==> src/design/oq_pkg.sv <==
package oq_pkg;

  typedef logic [63:0]  addr_t;  // cache-line address
  typedef logic [31:0]  qtd_t;   // line counts and pending counters
  typedef logic [15:0]  qid_t;   // queue id, doubles as the write tag
  typedef logic [511:0] line_t;  // one cache line

  // configuration word as driven by the host
  typedef struct packed {
    addr_t base;
    qtd_t  qtd;
    qid_t  qid;
  } oq_conf_t;

  // one write request towards memory
  typedef struct packed {
    line_t data;
    addr_t addr;
    qid_t  tag;
  } wr_req_t;

  typedef enum logic {
    ARB_IDLE,
    ARB_GRANT
  } arb_state_t;

endpackage

==> src/design/write_arbiter.sv <==
`timescale 1ns/10ps

module write_arbiter import oq_pkg::*; #(
  parameter int NUM_QUEUES  = 2,
  parameter int MEM_CREDITS = 4
) (
  input  logic                  clk,
  input  logic                  rst,
  input  logic [NUM_QUEUES-1:0] q_req_valid,
  input  wr_req_t               q_req [NUM_QUEUES],
  output logic [NUM_QUEUES-1:0] slot_open,
  output logic                  mem_req_valid,
  output wr_req_t               mem_req,
  input  logic                  mem_credit
);

  localparam int CW    = $clog2(MEM_CREDITS + 1) + 1;
  localparam int PW    = (NUM_QUEUES > 1) ? $clog2(NUM_QUEUES) : 1;
  localparam int DELAY = 3;  // grant to controller request, in cycles

  arb_state_t      state;
  logic [PW-1:0]   ptr;
  logic [CW-1:0]   credit_cnt;
  logic [CW-1:0]   reserved;
  logic [DELAY-1:0] grant_pipe;
  logic            can_grant;
  logic            grant;
  logic            spend;
  wr_req_t         sel_req;

  // grants still on their way count against the credits
  always_comb begin
    reserved = '0;
    for (int i = 0; i < DELAY; i++) reserved = reserved + CW'(grant_pipe[i]);
  end

  assign can_grant = (credit_cnt > reserved);
  assign grant     = (state == ARB_GRANT) && can_grant;
  assign spend     = |q_req_valid;

  always_comb begin
    slot_open = '0;
    if (grant) slot_open[ptr] = 1'b1;
  end

  always_comb begin
    sel_req = '0;
    for (int i = 0; i < NUM_QUEUES; i++) begin
      if (q_req_valid[i]) sel_req = q_req[i];  // only the granted queue can be valid
    end
  end

  always_ff @(posedge clk) begin
    if (rst) begin
      state         <= ARB_IDLE;
      ptr           <= '0;
      credit_cnt    <= CW'(MEM_CREDITS);
      grant_pipe    <= '0;
      mem_req_valid <= 1'b0;
    end else begin
      state         <= can_grant ? ARB_GRANT : ARB_IDLE;
      grant_pipe    <= {grant_pipe[DELAY-2:0], grant};
      mem_req_valid <= spend;
      if (grant) ptr <= (ptr == PW'(NUM_QUEUES - 1)) ? '0 : ptr + 1'b1;
      case ({mem_credit, spend})
        2'b10:   credit_cnt <= credit_cnt + 1'b1;
        2'b01:   credit_cnt <= credit_cnt - 1'b1;
        default: credit_cnt <= credit_cnt;
      endcase
    end
  end

  always_ff @(posedge clk) begin
    if (spend) mem_req <= sel_req;
  end

endmodule

==> config.mk <==
export PLATFORM = sky130hd
export DESIGN_NAME = write_arbiter
export DESIGN_NICKNAME = d
export VERILOG_FILES = /design/src/design/oq_pkg.sv /design/src/design/write_arbiter.sv
export SDC_FILE = /design/constraint.sdc
export NUM_CORES = 1
export LEC_CHECK = 0
export BUFFER_PORTS_ARGS = -buffer_cell sky130_fd_sc_hd__buf_2
export CORE_AREA = 2 2 687 689
export CTS_CLUSTER_DIAMETER = 80
export DETAILED_ROUTE_END_ITERATION = 10
export DIE_AREA = 0 0 689 691
export PLACE_DENSITY = 0.3
export SETUP_SLACK_MARGIN = 0.02
export SYNTH_ARGS = -nofsm -noshare
export SYNTH_HDL_FRONTEND = slang
export SYNTH_SLANG_ARGS = --single-unit
==> constraint.sdc <==
create_clock -name clk -period 12.25 [get_ports clk]
set_input_delay 0.6125 -clock clk [delete_from_list [all_inputs] [get_ports clk]]
set_output_delay 0.6125 -clock clk [all_outputs]
set_load 0.03 [all_outputs]
==> flow_summary.yaml <==
power_and_ir_drop:
  power.ir.vdd_worst_uv: 110.1
  leakage_nw: 18.97
  power-per-cell-area_nw_per_um2: 144.1
placed_design:
  dp_hpwl_mm: 287.0
  pre_cts_setup_slack_ps: 7347
  gpl.final_weighted_congestion: 1.004
  dpl-instance-area_um2: 40450
  port-buffer-count: 1783
run_status:
  outcome: "complete, no violations"
logic_synthesis:
  yosys_register_bits: 602
  synth_adder_area_share_pct: 0.4236
  synth_enable_flop_cells: 592
  synth-seq-area-share_pct: 74.23
  dominant_combinational_cell_family_by_area_after_synthesis: "compound AO/OA/AOI/OAI gates"
  synth-warning-count: 0
  synth_nets: 2570
  post_synth_inst_count: 1374
  syn_avg_cell_area_um2: 17.63
  yosys.cell_types.count: 25
  synth_xor_xnor_area_share_pct: 0.07233
  synth_simple_gate_area_share_pct: 0.4753
  mapped_cell_area_um2: 24220
  async_flop_share_pct: 0
  ys.flop_type: "sky130_fd_sc_hd__edfxtp_1"
  synth_compound_gate_area_share_pct: 21.61
  synth.area.mux_share_pct: 0.04649
timing:
  final.setup.tns_ps: 0
  unrepaired_setup_endpoints_after_global_routing: "false"
  post-route-worst-setup-slack_ps: 7938
  timing_hold_violations_final: 0
  worst_pin_slew_ps: 1229
  report.final.setup_viol: 0
  final_period_minus_worst_setup_slack_ps: 4312
  fin_crit_sh_pct: 35.20
  relSlewSlack_pct: 18.09
  fmax_mhz: 231.9
  slew_violations: 0
  clock-skew-final_ps: 9.139
drt:
  vias: 26490
  dr.first_iter.drc_count: 2267
  topRoutingLayerUsed: "met5"
  detail_route.wirelength_mm: 323.8
  met3_wirelength_mm: 45.55
  vias_per_cell: 2.626
  drc: 0
  met2WireLength_mm: 146.8
  route.detailed.wl_per_inst_um: 32.10
  wl_met1_mm: 111.3
  dr.pass1.iters: 6
  postRouteAntennaNets: 0
hold_path:
  hp-class: "in -> reg"
floorplan:
  starting_utilization_of_the_core_area_pct: 5.162
  std_cell_rows: 252
  die-area_um2: 476100
  floorplan.io_pins: 1784
  core_um2: 469200
  die_w_um: 689
  die_y_um: 691
clock_tree:
  cts_setup_buffers: 0
  cts-root-to-sink-buffers: 4
  cts_sinks: 602
  numCtsBuffers: 95
  cts_tree: "yes"
  clock_tree.htree_level_count: 3
  worstSkewPairLatency_ps: 810
  cts_root_buffer: "sky130_fd_sc_hd__clkbuf_16"
  path_clk_slew_ps: 60
global_routing:
  grt_antenna_before_repair: 429
  grt_pass1_vias: 25330
  grt.total_usage_pct: 12.99
  grt_first_pass_wirelength_mm: 377.2
  grt-ovfl-total: 0
  pin_count_of_the_biggest_net_entering_global_routing: 171
cells_and_area:
  drive_gt1_share_pct: 53.97
  area_grow_syn2layout_pct: 97.60
  multi_input_gate_area_um2: 5492
  nNetsFinal: 4718
  register_area_um2: 17980
  fill_cells: 54190
  finalInstanceArea_um2: 47860
critical_path:
  crit_path_max_fanout: 102
  timing_worst_setup_path_type: "in -> reg"
  crit_required_ps: 12930
  timing.critical_path.from_type: "primary input"
  worst_path_arrival_ps: 4990
  critical_path.endpoint_type: "register"
run:
  cap_viol_max_count: 0
==> synthesized netlist by cell type, types with 2 or more instances <==
cell type	n	share of area [%]
sky130_fd_sc_hd__ha_1	5	0.26
sky130_fd_sc_hd__nand2_1	3	0.046
sky130_fd_sc_hd__nor2b_1	8	0.21
sky130_fd_sc_hd__inv_1	5	0.077
sky130_fd_sc_hd__nor2_1	6	0.093
sky130_fd_sc_hd__a21oi_1	5	0.10
sky130_fd_sc_hd__a22o_1	591	21
sky130_fd_sc_hd__buf_2	14	0.29
sky130_fd_sc_hd__xor2_1	2	0.072
sky130_fd_sc_hd__buf_1	8	0.12
sky130_fd_sc_hd__dfxtp_1	10	0.83
sky130_fd_sc_hd__buf_4	59	1.8
sky130_fd_sc_hd__clkbuf_1	53	0.82
sky130_fd_sc_hd__o21ai_0	2	0.041
sky130_fd_sc_hd__edfxtp_1	592	73
sky130_fd_sc_hd__fa_1	2	0.17
==> layout by cell type (no fill, tap or decap), types with 7 or more instances in the layout <==
cell | netlist | layout
sky130_fd_sc_hd__bufinv_16 | 0 | 7
sky130_fd_sc_hd__a22o_1 | 591 | 591
sky130_fd_sc_hd__buf_2 | 14 | 1782
sky130_fd_sc_hd__clkbuf_1 | 53 | 21
sky130_fd_sc_hd__clkbuf_16 | 0 | 95
sky130_fd_sc_hd__clkinv_1 | 0 | 15
sky130_fd_sc_hd__edfxtp_1 | 592 | 592
sky130_fd_sc_hd__dlygate4sd3_1 | 0 | 378
sky130_fd_sc_hd__buf_4 | 59 | 19
sky130_fd_sc_hd__diode_2 | 0 | 276
sky130_fd_sc_hd__dfxtp_1 | 10 | 10
sky130_fd_sc_hd__nor2b_1 | 8 | 7
==> cell families (layout without fill, tap and decap cells) <==
| group | after synthesis | in the layout |
|---|---|---|
| AOI/OAI and AO/OA | 601 | 601 |
| buffers and inverters | 139 | 2352 |
| muxes | 1 | 1 |
| and+or+nand+nor | 22 | 22 |
| DFF | 602 | 602 |
| other | 0 | 276 |
| adders and majority gates | 7 | 7 |
| xor gates and xnor gates | 2 | 2 |
==> repair_timing <==
action / CTS / global route
hold buffers: 378 / 0
endpoints found under the hold margin: 292 / 0
resized for setup: 0 / 0
==> layer usage <==
layer  global-route usage (%)  up-vias
li1                         -    10490
met1                    13.30    12840
met2                    21.11     1998
met3                    7.825      949
met4                    5.846      210
met5                        0        -
==> per-stage QoR <==
step	power [mW]	utilization, %	hold slack, ps	cells
finish	6.897	10.20	111.7	10090
floorplan	3.339	-	452.3	1374
detailed placement	4.138	8.622	482.6	9270
global placement	4.142	8.622	477.8	9270
CTS	7.045	10.05	0.06140	9810
global route	7.148	10.10	27.81	9890
==> state kept, by name (all words and copies together) (netlist names) <==
signal	count
ptr	1
grant_pipe	3
mem_req_valid	1
mem_req	592
credit_cnt	4
state	1
==> final cells by class <==
type                            count  share of cell area, %
Sequential cell                   602                  37.56
Antenna cell                      276                  1.443
Clock inverter                     46                 0.9961
Tap cell                         6223                  16.27
Multi-Input combinational cell    633                  11.47
Inverter                            5                0.03922
Clock buffer                      116                  5.132
Timing Repair Buffer             2185                  27.08
==> worst paths after layout <==
check,endpoint,cells past startpoint,slack (ps),start
worst max-delay path,mem_req[415]$_DFFE_PN_,7,7940,q_req_valid[1]
worst min-delay path,mem_req[255]$_DFFE_PN_,2,110,q_req[847]
worst max register to register,ptr$_SDFFE_PP0P_,6,9830,grant_pipe[0]$_SDFF_PP0_
worst min register to register,grant_pipe[2]$_SDFF_PP0_,1,490,grant_pipe[1]$_SDFF_PP0_
==> critical path, stage by stage <==
cell and delay [ps]:
sky130_fd_sc_hd__buf_8 490, sky130_fd_sc_hd__buf_4 710, sky130_fd_sc_hd__buf_4 620, sky130_fd_sc_hd__buf_4 540, sky130_fd_sc_hd__buf_4 790, sky130_fd_sc_hd__a22o_1 290, sky130_fd_sc_hd__dlygate4sd3_1 560
==> where the power goes <==
part / switching, mW / total, mW / internal (mW) / leakage (nW)
registers: 0.133 / 2.66 / 2.53 / 6.27
clock network: 1.12 / 2.69 / 1.57 / 1.41
logic: 1.06 / 1.54 / 0.487 / 11.3
Note: power is estimated with default switching activity, not from simulation.
